`src/logic/rv_decode_pkg.sv`:
```
// Decoder package with opcode, select and phase enums and width constants
`default_nettype none

package rv_decode_pkg;

	localparam int XLEN_DEFAULT = 32;
	localparam int REG_ADDR_W   = 5;

	// --------------------
	// Instruction fields
	// --------------------
	typedef enum logic [6:0] {
		OP_LUI    = 7'b0110111,
		OP_AUIPC  = 7'b0010111,
		OP_JAL    = 7'b1101111,
		OP_JALR   = 7'b1100111,
		OP_BRANCH = 7'b1100011,
		OP_LOAD   = 7'b0000011,
		OP_STORE  = 7'b0100011,
		OP_ARIT_I = 7'b0010011,
		OP_ARIT   = 7'b0110011,
		OP_SYSTEM = 7'b1110011
	} opcode_e;

	typedef enum logic [2:0] {
		F3_BEQ  = 3'b000,
		F3_BNE  = 3'b001,
		F3_BLT  = 3'b100,
		F3_BGE  = 3'b101,
		F3_BLTU = 3'b110,
		F3_BGEU = 3'b111
	} branch_f3_e;

	// --------------------
	// Datapath selects
	// --------------------
	typedef enum logic [2:0] {
		OP2_RS2   = 3'b000,
		OP2_IMM_I = 3'b001,
		OP2_IMM_S = 3'b010,
		OP2_PC    = 3'b011,
		OP2_IMM_U = 3'b100
	} op2_sel_e;

	typedef enum logic [3:0] {
		WB_ALU_LO     = 4'b0000,
		WB_MEM_WORD   = 4'b0001,
		WB_LINK_PC    = 4'b0010,
		WB_MEM_BYTE_U = 4'b0011,
		WB_MEM_HALF_U = 4'b0100,
		WB_MEM_BYTE_S = 4'b0101,
		WB_MEM_HALF_S = 4'b0110,
		WB_ALU_HI     = 4'b0111
	} wb_sel_e;

	typedef enum logic [2:0] {
		PC_NEXT        = 3'b000,
		PC_BR_TARGET   = 3'b001,
		PC_JALR_TARGET = 3'b010,
		PC_PREV_PLUS1  = 3'b011,
		PC_HOLD        = 3'b100
	} pc_sel_e;

	typedef enum logic [1:0] {
		BYP_REGFILE = 2'b00,
		BYP_ALU     = 2'b01,
		BYP_MEM     = 2'b10
	} byp_sel_e;

	typedef enum logic [1:0] {
		LANE_NONE = 2'b00,
		LANE_BYTE = 2'b01,
		LANE_HALF = 2'b10
	} store_lane_e;

	// --------------------
	// Flow control
	// --------------------
	typedef enum logic [2:0] {
		FLOW_NONE,
		FLOW_BRANCH,
		FLOW_JUMP_REG,
		FLOW_MEM_ACCESS,
		FLOW_DIVIDE,
		FLOW_SUBWORD_STORE
	} flow_req_e;

	typedef enum logic {
		RMW_READ,
		RMW_WRITE
	} rmw_state_e;

endpackage

`default_nettype wire
```
`src/logic/rv_decoder_top.sv`:
```
// Decode-stage control top joining decode, bypass, branch and flow blocks
`timescale 1ns/10ps
`default_nettype none

module rv_decoder_top #(
	parameter int XLEN = rv_decode_pkg::XLEN_DEFAULT
) (
	input  logic                                 clk,
	input  logic                                 rst_i,
	input  rv_decode_pkg::opcode_e               opcode_i,
	input  logic [2:0]                           func3_i,
	input  logic [6:0]                           func7_i,
	input  logic [rv_decode_pkg::REG_ADDR_W-1:0] prev_rd_i,
	input  logic [rv_decode_pkg::REG_ADDR_W-1:0] curr_rs1_i,
	input  logic [rv_decode_pkg::REG_ADDR_W-1:0] curr_rs2_i,
	input  rv_decode_pkg::opcode_e               prev_op_i,
	input  logic [XLEN-1:0]                      rs1_val_i,
	input  logic [XLEN-1:0]                      rs2_val_i,
	input  logic                                 take_br_i,
	input  logic                                 mem_busy_i,
	input  logic                                 alu_busy_i,
	output logic [4:0]                           alu_sel_o,
	output logic                                 alu_en_o,
	output logic                                 op1_sel_o,
	output rv_decode_pkg::op2_sel_e              op2_sel_o,
	output rv_decode_pkg::wb_sel_e               wb_sel_o,
	output rv_decode_pkg::store_lane_e           store_lane_o,
	output logic                                 unalign_addr_sel_o,
	output rv_decode_pkg::byp_sel_e              rs1_byp_o,
	output rv_decode_pkg::byp_sel_e              rs2_byp_o,
	output rv_decode_pkg::pc_sel_e               pc_sel_o,
	output logic                                 pred_miss_o,
	output logic                                 ir_hold_o,
	output logic                                 rf_wrten_o,
	output logic                                 mem_rden_o,
	output logic                                 mem_wrten_o,
	output logic                                 div_en_o,
	output logic                                 unalign_wren_o
);

	rv_decode_pkg::flow_req_e flow_req;
	logic                     rf_wr_req;
	logic                     mem_rd_req;
	logic                     mem_wr_req;
	logic                     uses_rs1;
	logic                     uses_rs2;
	logic                     br_cond;

	rv_ctrl_decode u_ctrl_decode (
		.opcode_i           (opcode_i),
		.func3_i            (func3_i),
		.func7_i            (func7_i),
		.alu_sel_o          (alu_sel_o),
		.alu_en_o           (alu_en_o),
		.op1_sel_o          (op1_sel_o),
		.op2_sel_o          (op2_sel_o),
		.wb_sel_o           (wb_sel_o),
		.store_lane_o       (store_lane_o),
		.unalign_addr_sel_o (unalign_addr_sel_o),
		.flow_req_o         (flow_req),
		.rf_wr_req_o        (rf_wr_req),
		.mem_rd_req_o       (mem_rd_req),
		.mem_wr_req_o       (mem_wr_req),
		.uses_rs1_o         (uses_rs1),
		.uses_rs2_o         (uses_rs2)
	);

	rv_bypass_select u_bypass_select (
		.prev_rd_i  (prev_rd_i),
		.prev_op_i  (prev_op_i),
		.curr_rs1_i (curr_rs1_i),
		.curr_rs2_i (curr_rs2_i),
		.uses_rs1_i (uses_rs1),
		.uses_rs2_i (uses_rs2),
		.rs1_byp_o  (rs1_byp_o),
		.rs2_byp_o  (rs2_byp_o)
	);

	rv_branch_resolve #(
		.XLEN (XLEN)
	) u_branch_resolve (
		.rs1_val_i (rs1_val_i),
		.rs2_val_i (rs2_val_i),
		.func3_i   (func3_i),
		.br_cond_o (br_cond)
	);

	rv_flow_ctrl u_flow_ctrl (
		.clk            (clk),
		.rst_i          (rst_i),
		.flow_req_i     (flow_req),
		.rf_wr_req_i    (rf_wr_req),
		.mem_rd_req_i   (mem_rd_req),
		.mem_wr_req_i   (mem_wr_req),
		.br_cond_i      (br_cond),
		.take_br_i      (take_br_i),
		.mem_busy_i     (mem_busy_i),
		.alu_busy_i     (alu_busy_i),
		.pc_sel_o       (pc_sel_o),
		.pred_miss_o    (pred_miss_o),
		.ir_hold_o      (ir_hold_o),
		.rf_wrten_o     (rf_wrten_o),
		.mem_rden_o     (mem_rden_o),
		.mem_wrten_o    (mem_wrten_o),
		.div_en_o       (div_en_o),
		.unalign_wren_o (unalign_wren_o)
	);

endmodule

`default_nettype wire

```
`src/logic/rv_flow_ctrl.sv`:
```
// Flow control for PC steering, pipeline holds, write enables and sub-word store phase
`timescale 1ns/10ps
`default_nettype none

module rv_flow_ctrl (
	input  logic                     clk,
	input  logic                     rst_i,
	input  rv_decode_pkg::flow_req_e flow_req_i,
	input  logic                     rf_wr_req_i,
	input  logic                     mem_rd_req_i,
	input  logic                     mem_wr_req_i,
	input  logic                     br_cond_i,
	input  logic                     take_br_i,
	input  logic                     mem_busy_i,
	input  logic                     alu_busy_i,
	output rv_decode_pkg::pc_sel_e   pc_sel_o,
	output logic                     pred_miss_o,
	output logic                     ir_hold_o,
	output logic                     rf_wrten_o,
	output logic                     mem_rden_o,
	output logic                     mem_wrten_o,
	output logic                     div_en_o,
	output logic                     unalign_wren_o
);

	rv_decode_pkg::rmw_state_e phase_q;
	rv_decode_pkg::rmw_state_e phase_d;

	always_comb begin
		pc_sel_o       = rv_decode_pkg::PC_NEXT;
		pred_miss_o    = 1'b0;
		ir_hold_o      = 1'b0;
		rf_wrten_o     = rf_wr_req_i;
		mem_rden_o     = mem_rd_req_i;
		mem_wrten_o    = mem_wr_req_i;
		div_en_o       = 1'b0;
		unalign_wren_o = 1'b0;
		phase_d        = rv_decode_pkg::RMW_READ;

		case (flow_req_i)
			rv_decode_pkg::FLOW_BRANCH: begin
				if (br_cond_i && !take_br_i) begin
					pc_sel_o    = rv_decode_pkg::PC_BR_TARGET; // Taken, fetch went on
					pred_miss_o = 1'b1;
				end else if (!br_cond_i && take_br_i) begin
					pc_sel_o    = rv_decode_pkg::PC_PREV_PLUS1; // Back to fall-through
					pred_miss_o = 1'b1;
				end
			end
			rv_decode_pkg::FLOW_JUMP_REG: begin
				pc_sel_o    = rv_decode_pkg::PC_JALR_TARGET;
				pred_miss_o = 1'b1;
			end
			rv_decode_pkg::FLOW_MEM_ACCESS: begin
				if (mem_busy_i) begin
					pc_sel_o   = rv_decode_pkg::PC_HOLD;
					ir_hold_o  = 1'b1;
					rf_wrten_o = 1'b0; // Load data not ready yet
				end
			end
			rv_decode_pkg::FLOW_DIVIDE: begin
				if (!alu_busy_i) begin
					pc_sel_o   = rv_decode_pkg::PC_HOLD; // Start divider and wait
					ir_hold_o  = 1'b1;
					div_en_o   = 1'b1;
					rf_wrten_o = 1'b0;
				end
			end
			rv_decode_pkg::FLOW_SUBWORD_STORE: begin
				if (phase_q == rv_decode_pkg::RMW_READ) begin
					pc_sel_o   = rv_decode_pkg::PC_HOLD; // Fetch word to merge into
					ir_hold_o  = 1'b1;
					mem_rden_o = 1'b1;
					phase_d    = rv_decode_pkg::RMW_WRITE;
				end else begin
					unalign_wren_o = 1'b1; // Merged word goes back
				end
			end
			default: begin
				pc_sel_o = rv_decode_pkg::PC_NEXT;
			end
		endcase
	end

	// --------------------
	// Store phase register
	// --------------------
	always_ff @(posedge clk) begin
		if (rst_i) begin
			phase_q <= rv_decode_pkg::RMW_READ;
		end else begin
			phase_q <= phase_d;
		end
	end

	// Fetch side relies on the IR staying put whenever the PC holds
	assert property (@(posedge clk) disable iff (rst_i)
		pc_sel_o == rv_decode_pkg::PC_HOLD |-> ir_hold_o);

	assert property (@(posedge clk) disable iff (rst_i)
		phase_q == rv_decode_pkg::RMW_WRITE |->
		$past(phase_q == rv_decode_pkg::RMW_READ &&
			flow_req_i == rv_decode_pkg::FLOW_SUBWORD_STORE));

endmodule

`default_nettype wire

```
`src/logic/rv_branch_resolve.sv`:
```
// Branch condition evaluation on the two register operands
`timescale 1ns/10ps
`default_nettype none

module rv_branch_resolve #(
	parameter int XLEN = rv_decode_pkg::XLEN_DEFAULT
) (
	input  logic [XLEN-1:0] rs1_val_i,
	input  logic [XLEN-1:0] rs2_val_i,
	input  logic [2:0]      func3_i,
	output logic            br_cond_o
);

	logic eq;
	logic lt_s;
	logic lt_u;

	assign eq   = (rs1_val_i == rs2_val_i);
	assign lt_s = ($signed(rs1_val_i) < $signed(rs2_val_i));
	assign lt_u = (rs1_val_i < rs2_val_i);

	always_comb begin
		case (rv_decode_pkg::branch_f3_e'(func3_i))
			rv_decode_pkg::F3_BEQ:  br_cond_o = eq;
			rv_decode_pkg::F3_BNE:  br_cond_o = !eq;
			rv_decode_pkg::F3_BLT:  br_cond_o = lt_s;
			rv_decode_pkg::F3_BGE:  br_cond_o = !lt_s;
			rv_decode_pkg::F3_BLTU: br_cond_o = lt_u;
			rv_decode_pkg::F3_BGEU: br_cond_o = !lt_u;
			default:                br_cond_o = 1'b0; // 010, 011 never taken
		endcase
	end

endmodule

`default_nettype wire

```
`src/logic/rv_bypass_select.sv`:
```
// Operand bypass selection from the previous instruction's destination and opcode
`timescale 1ns/10ps
`default_nettype none

module rv_bypass_select (
	input  logic [rv_decode_pkg::REG_ADDR_W-1:0] prev_rd_i,
	input  rv_decode_pkg::opcode_e               prev_op_i,
	input  logic [rv_decode_pkg::REG_ADDR_W-1:0] curr_rs1_i,
	input  logic [rv_decode_pkg::REG_ADDR_W-1:0] curr_rs2_i,
	input  logic                                 uses_rs1_i,
	input  logic                                 uses_rs2_i,
	output rv_decode_pkg::byp_sel_e              rs1_byp_o,
	output rv_decode_pkg::byp_sel_e              rs2_byp_o
);

	// Same rule for both source operands
	function automatic rv_decode_pkg::byp_sel_e pick_src(
		input logic [rv_decode_pkg::REG_ADDR_W-1:0] rs,
		input logic                                 used,
		input logic [rv_decode_pkg::REG_ADDR_W-1:0] prev_rd,
		input rv_decode_pkg::opcode_e               prev_op
	);
		rv_decode_pkg::byp_sel_e src;
		src = rv_decode_pkg::BYP_REGFILE;
		if (used && rs == prev_rd && prev_rd != '0) begin
			case (prev_op)
				rv_decode_pkg::OP_LOAD:   src = rv_decode_pkg::BYP_MEM;
				rv_decode_pkg::OP_LUI,
				rv_decode_pkg::OP_AUIPC,
				rv_decode_pkg::OP_JAL,
				rv_decode_pkg::OP_JALR,
				rv_decode_pkg::OP_ARIT,
				rv_decode_pkg::OP_ARIT_I,
				rv_decode_pkg::OP_SYSTEM: src = rv_decode_pkg::BYP_ALU;
				default:                  src = rv_decode_pkg::BYP_REGFILE; // Store, branch
			endcase
		end
		return src;
	endfunction

	assign rs1_byp_o = pick_src(curr_rs1_i, uses_rs1_i, prev_rd_i, prev_op_i);
	assign rs2_byp_o = pick_src(curr_rs2_i, uses_rs2_i, prev_rd_i, prev_op_i);

	// x0 never forwards
	always_comb begin
		if (prev_rd_i == '0) begin
			assert (rs1_byp_o == rv_decode_pkg::BYP_REGFILE &&
				rs2_byp_o == rv_decode_pkg::BYP_REGFILE)
				else $error("Bypass selected with prev_rd zero");
		end
	end

endmodule

`default_nettype wire

```
`src/logic/rv_ctrl_decode.sv`:
```
// Control decode turning opcode, func3 and func7 into datapath selects and flow requests
`timescale 1ns/10ps
`default_nettype none

module rv_ctrl_decode (
	input  rv_decode_pkg::opcode_e     opcode_i,
	input  logic [2:0]                 func3_i,
	input  logic [6:0]                 func7_i,
	output logic [4:0]                 alu_sel_o,
	output logic                       alu_en_o,
	output logic                       op1_sel_o,
	output rv_decode_pkg::op2_sel_e    op2_sel_o,
	output rv_decode_pkg::wb_sel_e     wb_sel_o,
	output rv_decode_pkg::store_lane_e store_lane_o,
	output logic                       unalign_addr_sel_o,
	output rv_decode_pkg::flow_req_e   flow_req_o,
	output logic                       rf_wr_req_o,
	output logic                       mem_rd_req_o,
	output logic                       mem_wr_req_o,
	output logic                       uses_rs1_o,
	output logic                       uses_rs2_o
);

	localparam logic [6:0] FUNC7_MULDIV = 7'b0000001;

	localparam logic [2:0] F3_LB  = 3'b000;
	localparam logic [2:0] F3_LH  = 3'b001;
	localparam logic [2:0] F3_LW  = 3'b010;
	localparam logic [2:0] F3_LBU = 3'b100;
	localparam logic [2:0] F3_LHU = 3'b101;
	localparam logic [2:0] F3_SB  = 3'b000;
	localparam logic [2:0] F3_SH  = 3'b001;
	localparam logic [2:0] F3_SW  = 3'b010;
	localparam logic [2:0] F3_SLL = 3'b001;
	localparam logic [2:0] F3_SR  = 3'b101;

	logic is_muldiv;
	logic is_shift;

	assign is_muldiv = (func7_i == FUNC7_MULDIV);
	assign is_shift  = (func3_i == F3_SLL) || (func3_i == F3_SR);

	always_comb begin
		alu_sel_o          = 5'b00000;
		alu_en_o           = 1'b0;
		op1_sel_o          = 1'b0;
		op2_sel_o          = rv_decode_pkg::OP2_RS2;
		wb_sel_o           = rv_decode_pkg::WB_ALU_LO;
		store_lane_o       = rv_decode_pkg::LANE_NONE;
		unalign_addr_sel_o = 1'b0;
		flow_req_o         = rv_decode_pkg::FLOW_NONE;
		rf_wr_req_o        = 1'b0;
		mem_rd_req_o       = 1'b0;
		mem_wr_req_o       = 1'b0;
		uses_rs1_o         = 1'b0;
		uses_rs2_o         = 1'b0;

		case (opcode_i)
			rv_decode_pkg::OP_LUI: begin
				alu_en_o    = 1'b1;
				op1_sel_o   = 1'b1;
				op2_sel_o   = rv_decode_pkg::OP2_IMM_U;
				rf_wr_req_o = 1'b1;
			end
			rv_decode_pkg::OP_AUIPC: begin
				alu_en_o    = 1'b1;
				op1_sel_o   = 1'b1;
				op2_sel_o   = rv_decode_pkg::OP2_PC;
				rf_wr_req_o = 1'b1;
			end
			rv_decode_pkg::OP_JAL: begin
				wb_sel_o    = rv_decode_pkg::WB_LINK_PC; // Target resolved at fetch
				rf_wr_req_o = 1'b1;
			end
			rv_decode_pkg::OP_JALR: begin
				alu_en_o    = 1'b1;
				op2_sel_o   = rv_decode_pkg::OP2_IMM_I;
				wb_sel_o    = rv_decode_pkg::WB_LINK_PC;
				flow_req_o  = rv_decode_pkg::FLOW_JUMP_REG;
				rf_wr_req_o = 1'b1;
				uses_rs1_o  = 1'b1;
			end
			rv_decode_pkg::OP_BRANCH: begin
				alu_sel_o  = {2'b00, func3_i};
				flow_req_o = rv_decode_pkg::FLOW_BRANCH;
				uses_rs1_o = 1'b1;
				uses_rs2_o = 1'b1;
			end
			rv_decode_pkg::OP_LOAD: begin
				op2_sel_o    = rv_decode_pkg::OP2_IMM_I; // Base plus offset
				flow_req_o   = rv_decode_pkg::FLOW_MEM_ACCESS;
				rf_wr_req_o  = 1'b1;
				mem_rd_req_o = 1'b1;
				uses_rs1_o   = 1'b1;
				case (func3_i)
					F3_LW:   wb_sel_o = rv_decode_pkg::WB_MEM_WORD;
					F3_LB:   wb_sel_o = rv_decode_pkg::WB_MEM_BYTE_S;
					F3_LBU:  wb_sel_o = rv_decode_pkg::WB_MEM_BYTE_U;
					F3_LH:   wb_sel_o = rv_decode_pkg::WB_MEM_HALF_S;
					F3_LHU:  wb_sel_o = rv_decode_pkg::WB_MEM_HALF_U;
					default: wb_sel_o = rv_decode_pkg::WB_ALU_LO;
				endcase
			end
			rv_decode_pkg::OP_STORE: begin
				op2_sel_o  = rv_decode_pkg::OP2_IMM_S;
				uses_rs1_o = 1'b1;
				uses_rs2_o = 1'b1;
				case (func3_i)
					F3_SW: begin
						flow_req_o   = rv_decode_pkg::FLOW_MEM_ACCESS;
						mem_wr_req_o = 1'b1;
					end
					F3_SB: begin
						store_lane_o       = rv_decode_pkg::LANE_BYTE;
						unalign_addr_sel_o = 1'b1; // Word-aligned read address
						flow_req_o         = rv_decode_pkg::FLOW_SUBWORD_STORE;
					end
					F3_SH: begin
						store_lane_o       = rv_decode_pkg::LANE_HALF;
						unalign_addr_sel_o = 1'b1;
						flow_req_o         = rv_decode_pkg::FLOW_SUBWORD_STORE;
					end
					default: flow_req_o = rv_decode_pkg::FLOW_NONE;
				endcase
			end
			rv_decode_pkg::OP_ARIT_I: begin
				// Shift immediates carry the arithmetic flag in func7
				alu_sel_o   = is_shift ? {func7_i[5], func7_i[0], func3_i} : {2'b00, func3_i};
				alu_en_o    = 1'b1;
				op2_sel_o   = rv_decode_pkg::OP2_IMM_I;
				rf_wr_req_o = 1'b1;
				uses_rs1_o  = 1'b1;
			end
			rv_decode_pkg::OP_ARIT: begin
				alu_sel_o   = {func7_i[5], func7_i[0], func3_i};
				alu_en_o    = 1'b1;
				rf_wr_req_o = 1'b1;
				uses_rs1_o  = 1'b1;
				uses_rs2_o  = 1'b1;
				if (is_muldiv && func3_i[2]) begin
					flow_req_o = rv_decode_pkg::FLOW_DIVIDE; // DIV, DIVU, REM, REMU
				end else if (is_muldiv && func3_i != 3'b000) begin
					wb_sel_o = rv_decode_pkg::WB_ALU_HI; // MULH variants
				end
			end
			default: begin
				flow_req_o = rv_decode_pkg::FLOW_NONE; // SYSTEM and unknown opcodes
			end
		endcase
	end

endmodule

`default_nettype wire

```
`config.mk`:
```
export PLATFORM = sky130hd
export DESIGN_NAME = rv_decoder_top
export DESIGN_NICKNAME = d
export VERILOG_FILES = /design/src/logic/rv_decode_pkg.sv /design/src/logic/rv_decoder_top.sv /design/src/logic/rv_flow_ctrl.sv /design/src/logic/rv_branch_resolve.sv /design/src/logic/rv_bypass_select.sv /design/src/logic/rv_ctrl_decode.sv
export SDC_FILE = /design/constraint.sdc
export NUM_CORES = 1
export LEC_CHECK = 0
export BUFFER_PORTS_ARGS = -buffer_cell sky130_fd_sc_hd__buf_4
export CAP_MARGIN = 20
export CORE_MARGIN = 4
export CORE_UTILIZATION = 35
export CTS_CLUSTER_SIZE = 16
export DETAILED_ROUTE_END_ITERATION = 16
export GPL_ROUTABILITY_DRIVEN = 0
export GPL_TIMING_DRIVEN = 1
export PLACE_DENSITY = 0.77
export SETUP_SLACK_MARGIN = 0.1
export SLEW_MARGIN = 20
export SYNTH_ARGS = -nofsm -noshare
export SYNTH_HDL_FRONTEND = slang
export SYNTH_HIERARCHICAL = 1
export SYNTH_SLANG_ARGS = --single-unit
```
`constraint.sdc`:
```
create_clock -name clk -period 10.49 [get_ports clk]
set_input_delay 2.098 -clock clk [delete_from_list [all_inputs] [get_ports clk]]
set_output_delay 2.098 -clock clk [all_outputs]
set_load 0.01 [all_outputs]
```
==> impl_metrics.prom, run 1 <==
# TYPE chip_impl_metric gauge
chip_impl_info{name="critical_path.endpoint_type",value="output pin"} 1
chip_impl_metric{name="io_pins",unit=""} 139
chip_impl_metric{name="die_w",unit="µm"} 77.7
chip_impl_metric{name="ant_nets",unit=""} 0
chip_impl_info{name="worst_hold_path_type",value="flop to flop"} 1
chip_impl_info{name="status",value="completed"} 1
chip_impl_info{name="largest_family_of_logic_cells_by_synthesized_area",value="simple AND/OR/NAND/NOR gates"} 1
chip_impl_info{name="registers_with_the_most_flip_flops",value="u_flow_ctrl/phase_q x1"} 1
chip_impl_metric{name="cts.reportedPaths.clkPinSlew",unit="ns"} 0
chip_impl_metric{name="largest_register_ff_count",unit=""} 1
chip_impl_metric{name="fin_crit_sh",unit=""} 0.643
chip_impl_metric{name="vdd_drop_max",unit="V"} 0.0000140
chip_impl_metric{name="synth_seq_area_share",unit=""} 0.0118
chip_impl_metric{name="grt_start_max_net_pins",unit=""} 14
chip_impl_info{name="regMostFlops",value="u_flow_ctrl/phase_q"} 1
chip_impl_metric{name="die-area",unit="µm²"} 6030
chip_impl_metric{name="postLayoutCellArea",unit="µm²"} 2780
chip_impl_metric{name="tightest_slew",unit="ns"} 0.759
chip_impl_info{name="synth-main-ff-cell",value="sky130_fd_sc_hd__dfxtp_1"} 1
chip_impl_metric{name="power.density_cell_area",unit="nW/µm²"} 30.4
chip_impl_metric{name="timing.critical_path.fanout_max",unit=""} 2
chip_impl_metric{name="netlist_area",unit="µm²"} 1700
chip_impl_metric{name="via_count_of_the_first_global_routing_pass",unit=""} 2134
chip_impl_metric{name="portBuffers",unit=""} 137
chip_impl_metric{name="finalWirelength",unit="µm"} 5440
chip_impl_metric{name="yosys.area_share.xor_xnor",unit=""} 0.0619
chip_impl_metric{name="p_leak",unit="nW"} 1.47
chip_impl_info{name="crit_path_start_kind",value="primary input"} 1
chip_impl_metric{name="dp_cells",unit=""} 445
chip_impl_metric{name="post_cts_resized",unit=""} 0
chip_impl_metric{name="post-cts-setup-buffers",unit=""} 0
chip_impl_metric{name="cp.required",unit="ns"} 8.39
chip_impl_metric{name="mappedNetlistNets",unit=""} 389
chip_impl_metric{name="std_cell_rows",unit=""} 25
chip_impl_metric{name="fin_tns_setup",unit="ns"} 0
chip_impl_info{name="worst-setup-path-type",value="primary input to output pin"} 1
chip_impl_metric{name="synth_cell_types",unit=""} 61
chip_impl_metric{name="finish.net_count",unit=""} 522
chip_impl_metric{name="hold_fix_buffers_at_cts",unit=""} 0
chip_impl_metric{name="clkLatencyLatePin",unit="ns"} 0
chip_impl_metric{name="fp.coreArea",unit="µm²"} 4720
chip_impl_info{name="worstPathCellList",value="buf_4, ha_1, a21oi_1, o21ai_0, a221oi_2, o22ai_1, or4_1, a31o_1, inv_1, ha_1, nand2b_1, a21oi_1, buf_4"} 1
chip_impl_metric{name="mapped_cells",unit=""} 247
chip_impl_metric{name="cp_data_arrival_time",unit="ns"} 4.65
chip_impl_metric{name="setup_viol",unit=""} 0
chip_impl_metric{name="grt_overflow_total",unit=""} 0
chip_impl_metric{name="wire_length_of_the_first_global_routing_pass",unit="µm"} 8730
chip_impl_metric{name="proportion_of_synthesized_flip_flops_having_asynchronous_set_or_reset",unit=""} 0
chip_impl_metric{name="drt_pass_1_iters",unit=""} 4
chip_impl_metric{name="syn_avg_cell_area",unit="µm²"} 6.88
chip_impl_metric{name="final-max-slew-violation-count",unit=""} 0
chip_impl_metric{name="track_usage",unit=""} 0.168
chip_impl_metric{name="drt-vias-per-instance",unit=""} 4.97
chip_impl_metric{name="dr.first_iter.drc_count",unit=""} 37
chip_impl_info{name="worst_path_max_delay_cell",value="sky130_fd_sc_hd__or4_1"} 1
chip_impl_metric{name="finalNonFillerCells",unit=""} 445
chip_impl_info{name="post_synth_main_area_contributors",value="sky130_fd_sc_hd__ha_1 (25%), sky130_fd_sc_hd__inv_1 (9.9%), sky130_fd_sc_hd__a21oi_1 (6.8%)"} 1
chip_impl_metric{name="hold_violations",unit=""} 0
chip_impl_metric{name="post_synth_and_or_nand_nor_area_fraction",unit=""} 0.332
chip_impl_metric{name="post_synth_fa_ha_maj_area_fraction",unit=""} 0.250
chip_impl_metric{name="final.min_clock_period",unit="ns"} 6.75
chip_impl_info{name="rsz0062_at_grt",value="no"} 1
chip_impl_metric{name="area_growth_syn_to_layout",unit="%"} 63.4
chip_impl_metric{name="vias",unit=""} 2211
chip_impl_metric{name="initial_utilization",unit=""} 0.360
chip_impl_metric{name="register_bit_total_from_synthesis",unit=""} 1
chip_impl_metric{name="initial_antenna_violation_count",unit=""} 0
chip_impl_metric{name="synth.area.mux_share",unit=""} 0.00589
chip_impl_metric{name="postPlaceCellArea",unit="µm²"} 2780
chip_impl_metric{name="worst_slew_margin_rel",unit=""} 0.489
chip_impl_metric{name="critical-path-max-stage-delay",unit="ns"} 0.51
chip_impl_metric{name="achievable-frequency",unit="GHz"} 0.148
chip_impl_metric{name="drc",unit=""} 0
chip_impl_metric{name="finalClockSkew",unit="ns"} 0
chip_impl_metric{name="timing.hold.ws",unit="ns"} 0.476
chip_impl_metric{name="synth_enable_flop_cells",unit=""} 0
chip_impl_metric{name="synth-warning-count",unit=""} 6
chip_impl_metric{name="max_cap_viol_count",unit=""} 0
chip_impl_metric{name="dp.final_hpwl",unit="µm"} 5030
chip_impl_info{name="yosysTopAreaCell",value="sky130_fd_sc_hd__ha_1"} 1
chip_impl_metric{name="synth.top_cell.area_share",unit=""} 0.250
chip_impl_metric{name="fin_total_pwr",unit="µW"} 84.3
chip_impl_metric{name="num_antenna_cells",unit=""} 0
chip_impl_metric{name="drive_above_1_share",unit=""} 0.407
chip_impl_metric{name="wl_per_cell",unit="µm"} 12.2
chip_impl_metric{name="dieHeight",unit="µm"} 77.7
chip_impl_metric{name="synth_compound_gate_area_share",unit=""} 0.209
## worst max-delay path, delay by kind of cell
kind / cells / cell delay [ns]
buf+inv: 3 / 0.31
fa+ha+maj: 2 / 0.52
simple gates: 2 / 0.65
compound gates: 6 / 1.06
## power breakdown
part / internal, mW / switching (mW)
Combinational: 0.0471 / 0.0334
Clock: 0 / 0
Sequential: 0.00388 / 0.000000121
## cell type report
| cell class | instances | area, µm² |
|---|---|---|
| Sequential cell | 1 | 20.0 |
| Tap cell | 67 | 83.8 |
| Multi-Input combinational cell | 193 | 1460 |
| Inverter | 46 | 173 |
| Fill cell | 450 | 1950 |
| Timing Repair Buffer | 138 | 1040 |
## metrics by stage
step                      utilization  setup WS, ns
final                           0.588          3.74
after CTS                       0.588          3.74
after global placement          0.588          3.76
after floorplan                     -          4.07
after global routing            0.588          3.55
after detailed placement        0.588          3.75
## cell usage after synthesis, types with 2 or more instances
cell	number
sky130_fd_sc_hd__inv_1	45
sky130_fd_sc_hd__ha_1	34
sky130_fd_sc_hd__a21oi_1	23
sky130_fd_sc_hd__nand2_1	15
sky130_fd_sc_hd__nor2_1	15
sky130_fd_sc_hd__xnor2_1	11
sky130_fd_sc_hd__nand4_1	9
sky130_fd_sc_hd__nor3_1	9
sky130_fd_sc_hd__nand3_1	6
sky130_fd_sc_hd__o21ai_0	6
sky130_fd_sc_hd__and2_1	4
sky130_fd_sc_hd__nand2b_1	4
sky130_fd_sc_hd__nor4_1	4
sky130_fd_sc_hd__clkbuf_1	3
sky130_fd_sc_hd__nor2b_1	3
sky130_fd_sc_hd__or4_1	3
sky130_fd_sc_hd__a2111oi_0	2
sky130_fd_sc_hd__a221oi_2	2
sky130_fd_sc_hd__and4_2	2
sky130_fd_sc_hd__buf_4	2
sky130_fd_sc_hd__nand3b_1	2
sky130_fd_sc_hd__nand4b_1	2
sky130_fd_sc_hd__o31ai_1	2
sky130_fd_sc_hd__or3_1	2
## final timing paths
kind	start	end	slack (ns)	depth (start not counted)
setup reg to reg	u_flow_ctrl/phase_q	u_flow_ctrl/phase_q	9.90	1
hold / removal	u_flow_ctrl/phase_q	u_flow_ctrl/phase_q	0.48	1
hold reg to reg	u_flow_ctrl/phase_q	u_flow_ctrl/phase_q	0.48	1
setup / recovery	rs1_val_i[11]	pred_miss_o	3.74	13
## per-layer routing
layer  routed length, µm  vias to the layer above  global-route usage
li1                    -                     1148                   -
met1                2160                      979               0.194
met2                2790                       78               0.325
met3                 411                        6              0.0278
met4                  77                        0              0.0214
met5                   0                        -                   0
## kinds of logic after synthesis
| group | after synthesis |
|---|---|
| buf+inv | 53 |
| mux | 1 |
| simple gates | 93 |
| other cells | 1 |
| compound gates | 52 |
| xor+xnor | 12 |
| flops | 1 |
| fa+ha+maj | 34 |
## cell usage in the layout, fill, tap and decap left out, types with 2 or more instances in the layout
cell | Yosys | layout
sky130_fd_sc_hd__nand2b_1 | 4 | 4
sky130_fd_sc_hd__and4_2 | 2 | 2
sky130_fd_sc_hd__a2111oi_0 | 2 | 2
sky130_fd_sc_hd__or4_1 | 3 | 3
sky130_fd_sc_hd__nand3_1 | 6 | 6
sky130_fd_sc_hd__o31ai_1 | 2 | 2
sky130_fd_sc_hd__xnor2_1 | 11 | 11
sky130_fd_sc_hd__and2_1 | 4 | 4
sky130_fd_sc_hd__nor4_1 | 4 | 4
sky130_fd_sc_hd__nand4_1 | 9 | 9
sky130_fd_sc_hd__a21oi_1 | 23 | 23
sky130_fd_sc_hd__ha_1 | 34 | 34
sky130_fd_sc_hd__a221oi_2 | 2 | 2
sky130_fd_sc_hd__nor2b_1 | 3 | 3
sky130_fd_sc_hd__nor3_1 | 9 | 9
sky130_fd_sc_hd__o21ai_0 | 6 | 6
sky130_fd_sc_hd__nand3b_1 | 2 | 2
sky130_fd_sc_hd__inv_1 | 45 | 45
sky130_fd_sc_hd__or3_1 | 2 | 2
sky130_fd_sc_hd__nor2_1 | 15 | 15
sky130_fd_sc_hd__nand4b_1 | 2 | 2
sky130_fd_sc_hd__buf_4 | 2 | 138
sky130_fd_sc_hd__nand2_1 | 15 | 15
Note: power is estimated with default switching activity, not from simulation.
==> inputs of run 2 (changes only) <==
- PLACE_DENSITY: 0.77 -> 0.8
- clock period: 10.49 -> 6 ns (I/O delays scaled with it)
==> impl_metrics.prom, run 2 (synthesis gave the netlist of run 1 again) <==
# TYPE chip_impl_metric gauge
chip_impl_metric{name="setup.reg_to_reg.worst_slack",unit="ns"} 5.44
chip_impl_metric{name="drt_pass_1_iters",unit=""} 6
chip_impl_info{name="crit_path_start_kind",value="primary input"} 1
chip_impl_info{name="critPathTopFamily",value="compound AO/OA/AOI/OAI gates"} 1
chip_impl_metric{name="post_cts_resized",unit=""} 0
chip_impl_metric{name="area_growth_syn_to_layout",unit="%"} 63.4
chip_impl_metric{name="p_seq_frac",unit=""} 0.045
chip_impl_metric{name="std_cell_rows",unit=""} 25
chip_impl_info{name="critical_path.endpoint_type",value="output pin"} 1
chip_impl_info{name="mostFrequentLayoutCells",value="sky130_fd_sc_hd__buf_4 (138), sky130_fd_sc_hd__inv_1 (45), sky130_fd_sc_hd__ha_1 (34), sky130_fd_sc_hd__a21oi_1 (23)"} 1
chip_impl_metric{name="achievable-frequency",unit="GHz"} 0.202
chip_impl_metric{name="timing.final.ws_setup",unit="ns"} 1.04
chip_impl_metric{name="num_antenna_cells",unit=""} 0
chip_impl_metric{name="via_count_of_the_first_global_routing_pass",unit=""} 2124
chip_impl_metric{name="io_pins",unit=""} 139
chip_impl_metric{name="post-cts-setup-buffers",unit=""} 0
chip_impl_metric{name="timing.hold.ws",unit="ns"} 0.462
chip_impl_metric{name="fp.coreArea",unit="µm²"} 4720
chip_impl_info{name="min-delay-start",value="u_flow_ctrl/phase_q"} 1
chip_impl_metric{name="vias",unit=""} 2240
chip_impl_metric{name="cp_data_arrival_time",unit="ns"} 3.76
chip_impl_metric{name="fin_total_pwr",unit="µW"} 151
chip_impl_metric{name="critical-path-max-stage-delay",unit="ns"} 0.51
chip_impl_metric{name="dieHeight",unit="µm"} 77.7
chip_impl_metric{name="final.min_clock_period",unit="ns"} 4.96
chip_impl_metric{name="die-area",unit="µm²"} 6030
chip_impl_metric{name="cts.reportedPaths.clkPinSlew",unit="ns"} 0
chip_impl_info{name="worst-setup-path-type",value="primary input to output pin"} 1
chip_impl_metric{name="grt_overflow_total",unit=""} 0
chip_impl_metric{name="hold_fix_buffers_at_cts",unit=""} 0
chip_impl_info{name="r2r-start",value="u_flow_ctrl/phase_q"} 1
chip_impl_metric{name="power_frac_clock",unit=""} 0
chip_impl_metric{name="die_w",unit="µm"} 77.7
chip_impl_info{name="mostFrequentLayoutCell",value="sky130_fd_sc_hd__buf_4"} 1
chip_impl_metric{name="largest_register_ff_count",unit=""} 1
chip_impl_metric{name="wl_per_cell",unit="µm"} 12.9
chip_impl_info{name="registers_with_the_most_flip_flops",value="u_flow_ctrl/phase_q x1"} 1
chip_impl_metric{name="worst_slew_margin_rel",unit=""} 0.462
chip_impl_metric{name="drive_above_1_share",unit=""} 0.407
chip_impl_info{name="r2r_end",value="u_flow_ctrl/phase_q"} 1
chip_impl_metric{name="vdd_drop_max",unit="V"} 0.0000262
chip_impl_metric{name="finish.net_count",unit=""} 522
chip_impl_metric{name="finalClockSkew",unit="ns"} 0
chip_impl_metric{name="drt-vias-per-instance",unit=""} 5.03
chip_impl_metric{name="timing.reg2reg.worst_path_depth",unit=""} 1
chip_impl_metric{name="timing.critical_path.buf_inv",unit=""} 3
chip_impl_info{name="worst_hold_path_type",value="flop to flop"} 1
chip_impl_metric{name="power.share.switching",unit=""} 0.403
chip_impl_metric{name="drc",unit=""} 0
chip_impl_metric{name="clkLatencyLatePin",unit="ns"} 0
chip_impl_metric{name="grt_start_max_net_pins",unit=""} 14
chip_impl_metric{name="power.density_cell_area",unit="nW/µm²"} 54.2
chip_impl_metric{name="power_report.internal_total",unit="µW"} 89.8
chip_impl_metric{name="dr.first_iter.drc_count",unit=""} 50
chip_impl_metric{name="cp.required",unit="ns"} 4.80
chip_impl_metric{name="hold-path-cell-count",unit=""} 1
chip_impl_metric{name="fin_crit_sh",unit=""} 0.827
chip_impl_metric{name="final-max-slew-violation-count",unit=""} 0
chip_impl_metric{name="filler_cell_count",unit=""} 458
chip_impl_info{name="status",value="completed"} 1
chip_impl_metric{name="timing.critical_path.fanout_max",unit=""} 2
chip_impl_metric{name="wire_length_of_the_first_global_routing_pass",unit="µm"} 9080
chip_impl_metric{name="max_cap_viol_count",unit=""} 0
chip_impl_metric{name="track_usage",unit=""} 0.176
chip_impl_info{name="regMostFlops",value="u_flow_ctrl/phase_q"} 1
chip_impl_metric{name="initial_antenna_violation_count",unit=""} 0
chip_impl_info{name="worst_path_max_delay_cell",value="sky130_fd_sc_hd__or4_1"} 1
chip_impl_metric{name="initial_utilization",unit=""} 0.360
chip_impl_metric{name="p_leak",unit="nW"} 1.47
chip_impl_metric{name="portBuffers",unit=""} 137
chip_impl_metric{name="ant_nets",unit=""} 0
chip_impl_info{name="rsz0062_at_grt",value="no"} 1
chip_impl_metric{name="dp.final_hpwl",unit="µm"} 5160
chip_impl_metric{name="power.combinational.fraction",unit=""} 0.955
chip_impl_info{name="hold_end",value="u_flow_ctrl/phase_q"} 1
chip_impl_metric{name="fin_tns_setup",unit="ns"} 0
chip_impl_metric{name="detailedPlace.worstSlack",unit="ns"} 1.04
chip_impl_metric{name="net_switching_power",unit="µW"} 60.7
chip_impl_metric{name="hold_violations",unit=""} 0
chip_impl_info{name="worstPathCellList",value="buf_4, ha_1, a21oi_1, o21ai_0, a221oi_2, o22ai_1, or4_1, a31o_1, inv_1, ha_1, nand2b_1, a21oi_1, buf_4"} 1
chip_impl_metric{name="setup_viol",unit=""} 0
chip_impl_metric{name="finalWirelength",unit="µm"} 5730
chip_impl_metric{name="tightest_slew",unit="ns"} 0.798
==> run 2: power groups by stage <==
stage | Combinational (mW) | Sequential [mW] | Clock (mW)
floorplan | 0.0690 | 0.00679 | 0
global placement | 0.139 | 0.00679 | 0
detailed placement | 0.144 | 0.00679 | 0
CTS | 0.144 | 0.00679 | 0
global route | 0.161 | 0.00679 | 0
finish | 0.144 | 0.00679 | 0
==> run 2: final cells by class <==
class                           instances  area, µm²  area share
Multi-Input combinational cell        193       1460       0.527
Timing Repair Buffer                  138       1040       0.373
Inverter                               46        173      0.0622
Tap cell                               67       83.8      0.0302
Sequential cell                         1       20.0     0.00721
==> run 2: worst max path at each step <==
stage	startpoint	endpoint	slack (ns)	cells after the start
2_1_floorplan	rs2_val_i[23]	pred_miss_o	1.38	12
3_3_place_gp	rs1_val_i[14]	pred_miss_o	1.10	13
3_5_place_dp	rs1_val_i[9]	pred_miss_o	1.04	13
4_1_cts	rs1_val_i[9]	pred_miss_o	1.03	13
5_1_grt	rs1_val_i[9]	pred_miss_o	0.85	13
6_report	rs1_val_i[9]	pred_miss_o	1.04	13
==> run 2: layer usage <==
metal,global-route usage,up-vias,share of wire
li1,-,1142,-
met1,0.202,978,0.39
met2,0.335,110,0.49
met3,0.0383,10,0.10
met4,0.0267,0,0.016
met5,0,-,0
==> run 2: stage by stage <==
stage,utilization,std cells,instance area [µm²]
detailed placement,0.588,445,2780
CTS,0.588,445,2780
floorplan,-,247,1700
global placement,0.588,445,2780
global route,0.588,445,2780
finish,0.588,445,2780
==> inputs of run 3 (changes only) <==
- clock period: 6 -> 4.2 ns (I/O delays scaled with it)
==> impl_metrics.prom, run 3 (synthesis gave the netlist of run 1 again) <==
# TYPE chip_impl_metric gauge
chip_impl_metric{name="fp.coreArea",unit="µm²"} 4720
chip_impl_metric{name="timing.critical_path.buf_inv",unit=""} 4
chip_impl_metric{name="power.density_cell_area",unit="nW/µm²"} 85.1
chip_impl_metric{name="grt_overflow_total",unit=""} 0
chip_impl_metric{name="hold_violations",unit=""} 0
chip_impl_metric{name="power_frac_clock",unit=""} 0
chip_impl_metric{name="initial_utilization",unit=""} 0.360
chip_impl_metric{name="finish.net_count",unit=""} 528
chip_impl_metric{name="drt-vias-per-instance",unit=""} 5.09
chip_impl_metric{name="dieHeight",unit="µm"} 77.7
chip_impl_metric{name="wire_length_of_the_first_global_routing_pass",unit="µm"} 9890
chip_impl_metric{name="drt_pass_1_iters",unit=""} 4
chip_impl_info{name="registers_with_the_most_flip_flops",value="u_flow_ctrl/phase_q x1"} 1
chip_impl_metric{name="fin_crit_sh",unit=""} 0.969
chip_impl_metric{name="vias",unit=""} 2297
chip_impl_metric{name="grt_start_max_net_pins",unit=""} 14
chip_impl_metric{name="route.layer.met1.wl",unit="µm"} 2330
chip_impl_metric{name="dp_cells",unit=""} 449
chip_impl_metric{name="dr.first_iter.drc_count",unit=""} 63
chip_impl_metric{name="drive_above_1_share",unit=""} 0.513
chip_impl_metric{name="critical-path-max-stage-delay",unit="ns"} 0.50
chip_impl_metric{name="fin_total_pwr",unit="µW"} 262
chip_impl_metric{name="initial_antenna_violation_count",unit=""} 0
chip_impl_metric{name="worst_slew_margin_rel",unit=""} 0.412
chip_impl_metric{name="final.min_clock_period",unit="ns"} 4.07
chip_impl_metric{name="drc",unit=""} 0
chip_impl_metric{name="met2WireLength",unit="µm"} 3390
chip_impl_info{name="mostFrequentLayoutCell",value="sky130_fd_sc_hd__buf_4"} 1
chip_impl_metric{name="clkLatencyLatePin",unit="ns"} 0
chip_impl_metric{name="cts.reportedPaths.clkPinSlew",unit="ns"} 0
chip_impl_info{name="worst-setup-path-type",value="primary input to output pin"} 1
chip_impl_info{name="status",value="completed"} 1
chip_impl_metric{name="finalNonFillerCells",unit=""} 451
chip_impl_metric{name="tightest_slew",unit="ns"} 0.873
chip_impl_metric{name="finalWirelength",unit="µm"} 6430
chip_impl_metric{name="final_core_util",unit=""} 0.653
chip_impl_metric{name="vdd_drop_max",unit="V"} 0.0000398
chip_impl_metric{name="io_pins",unit=""} 139
chip_impl_metric{name="p_leak",unit="nW"} 1.51
chip_impl_metric{name="power_report.internal_total",unit="µW"} 155
chip_impl_metric{name="die_w",unit="µm"} 77.7
chip_impl_info{name="mostFrequentLayoutCells",value="sky130_fd_sc_hd__buf_4 (143), sky130_fd_sc_hd__inv_1 (35), sky130_fd_sc_hd__ha_1 (20), sky130_fd_sc_hd__a21oi_1 (16), sky130_fd_sc_hd__nor2_1 (15)"} 1
chip_impl_metric{name="cp_data_arrival_time",unit="ns"} 3.23
chip_impl_metric{name="achievable-frequency",unit="GHz"} 0.246
chip_impl_metric{name="net_switching_power",unit="µW"} 107
chip_impl_info{name="worst_hold_path_type",value="flop to flop"} 1
chip_impl_metric{name="largest_register_ff_count",unit=""} 1
chip_impl_metric{name="wl_per_cell",unit="µm"} 14.3
chip_impl_info{name="critPathTopFamily",value="compound AO/OA/AOI/OAI gates"} 1
chip_impl_metric{name="power.combinational.fraction",unit=""} 0.963
chip_impl_metric{name="setup_viol",unit=""} 0
chip_impl_metric{name="fin_tns_setup",unit="ns"} 0
chip_impl_info{name="regMostFlops",value="u_flow_ctrl/phase_q"} 1
chip_impl_metric{name="setup.reg_to_reg.worst_slack",unit="ns"} 3.64
chip_impl_metric{name="max_cap_viol_count",unit=""} 0
chip_impl_metric{name="finalClockSkew",unit="ns"} 0
chip_impl_info{name="critical_path.endpoint_type",value="output pin"} 1
chip_impl_metric{name="dp.final_hpwl",unit="µm"} 5240
chip_impl_metric{name="power.share.switching",unit=""} 0.408
chip_impl_metric{name="die-area",unit="µm²"} 6030
chip_impl_info{name="rsz0062_at_grt",value="yes"} 1
chip_impl_metric{name="num_antenna_cells",unit=""} 0
chip_impl_metric{name="hold_fix_buffers_at_cts",unit=""} 0
chip_impl_metric{name="p_seq_frac",unit=""} 0.037
chip_impl_info{name="worst_path_max_delay_cell",value="sky130_fd_sc_hd__or4_1"} 1
chip_impl_metric{name="std_cell_rows",unit=""} 25
chip_impl_metric{name="track_usage",unit=""} 0.192
chip_impl_info{name="crit_path_start_kind",value="primary input"} 1
chip_impl_metric{name="amount_of_wire_on_met3_after_detailed_routing",unit="µm"} 561
chip_impl_metric{name="area_growth_syn_to_layout",unit="%"} 81.5
chip_impl_metric{name="final-max-slew-violation-count",unit=""} 0
chip_impl_metric{name="portBuffers",unit=""} 137
chip_impl_metric{name="timing.critical_path.fanout_max",unit=""} 3
chip_impl_info{name="worstPathCellList",value="buf_4, inv_2, ha_4, a21oi_1, o21ai_1, a221o_1, or4_1, a31o_1, inv_2, ha_4, nand2b_4, a21oi_2, buf_4"} 1
chip_impl_metric{name="via_count_of_the_first_global_routing_pass",unit=""} 2302
chip_impl_info{name="topRoutingLayerUsed",value="met4"} 1
chip_impl_metric{name="ant_nets",unit=""} 0
chip_impl_metric{name="cp.required",unit="ns"} 3.36
==> run 3: per-stage QoR <==
step	setup slack (ns)	hold WS (ns)	cell area (µm²)
after floorplan	0.298	0.434	1700
after global placement	0.0221	0.467	2810
after detailed placement	-0.0459	0.475	2810
after CTS	0.101	0.473	2920
after global routing	0.0470	0.515	3080
final	0.130	0.473	3080
==> run 3: final timing paths <==
path / start / to / cells past startpoint
setup / recovery: rs2_val_i[19] / pred_miss_o / 13
hold reg to reg: u_flow_ctrl/phase_q / u_flow_ctrl/phase_q / 1
hold / removal: u_flow_ctrl/phase_q / u_flow_ctrl/phase_q / 1
setup reg to reg: u_flow_ctrl/phase_q / u_flow_ctrl/phase_q / 1
==> run 3: power by group through the flow <==
stage / Combinational, mW / Clock (mW) / Sequential (mW)
final: 0.253 / 0 / 0.00969
after global routing: 0.280 / 0 / 0.00969
after CTS: 0.223 / 0 / 0.00969
after detailed placement: 0.207 / 0 / 0.00969
after global placement: 0.200 / 0 / 0.00969
after floorplan: 0.0985 / 0 / 0.00969
==> run 3: area by class of cell <==
type                            count  area, µm²
Sequential cell                     1       20.0
Inverter                           46        175
Fill cell                         398       1640
Multi-Input combinational cell    193       1720
Timing Repair Buffer              144       1080
Tap cell                           67       83.8
==> run 3: what timing repair did <==
item | CTS | global route
setup buffers | 1 | 1
resized for setup | 14 | 32
endpoints found under the setup margin | 1 | 1
pin swaps | 9 | 17
==> run 3: per-layer routing <==
metal | up-vias | track usage
met2 | 103 | 0.360
met4 | 0 | 0.0391
li1 | 1157 | -
met5 | - | 0
met1 | 1025 | 0.219
met3 | 12 | 0.0418
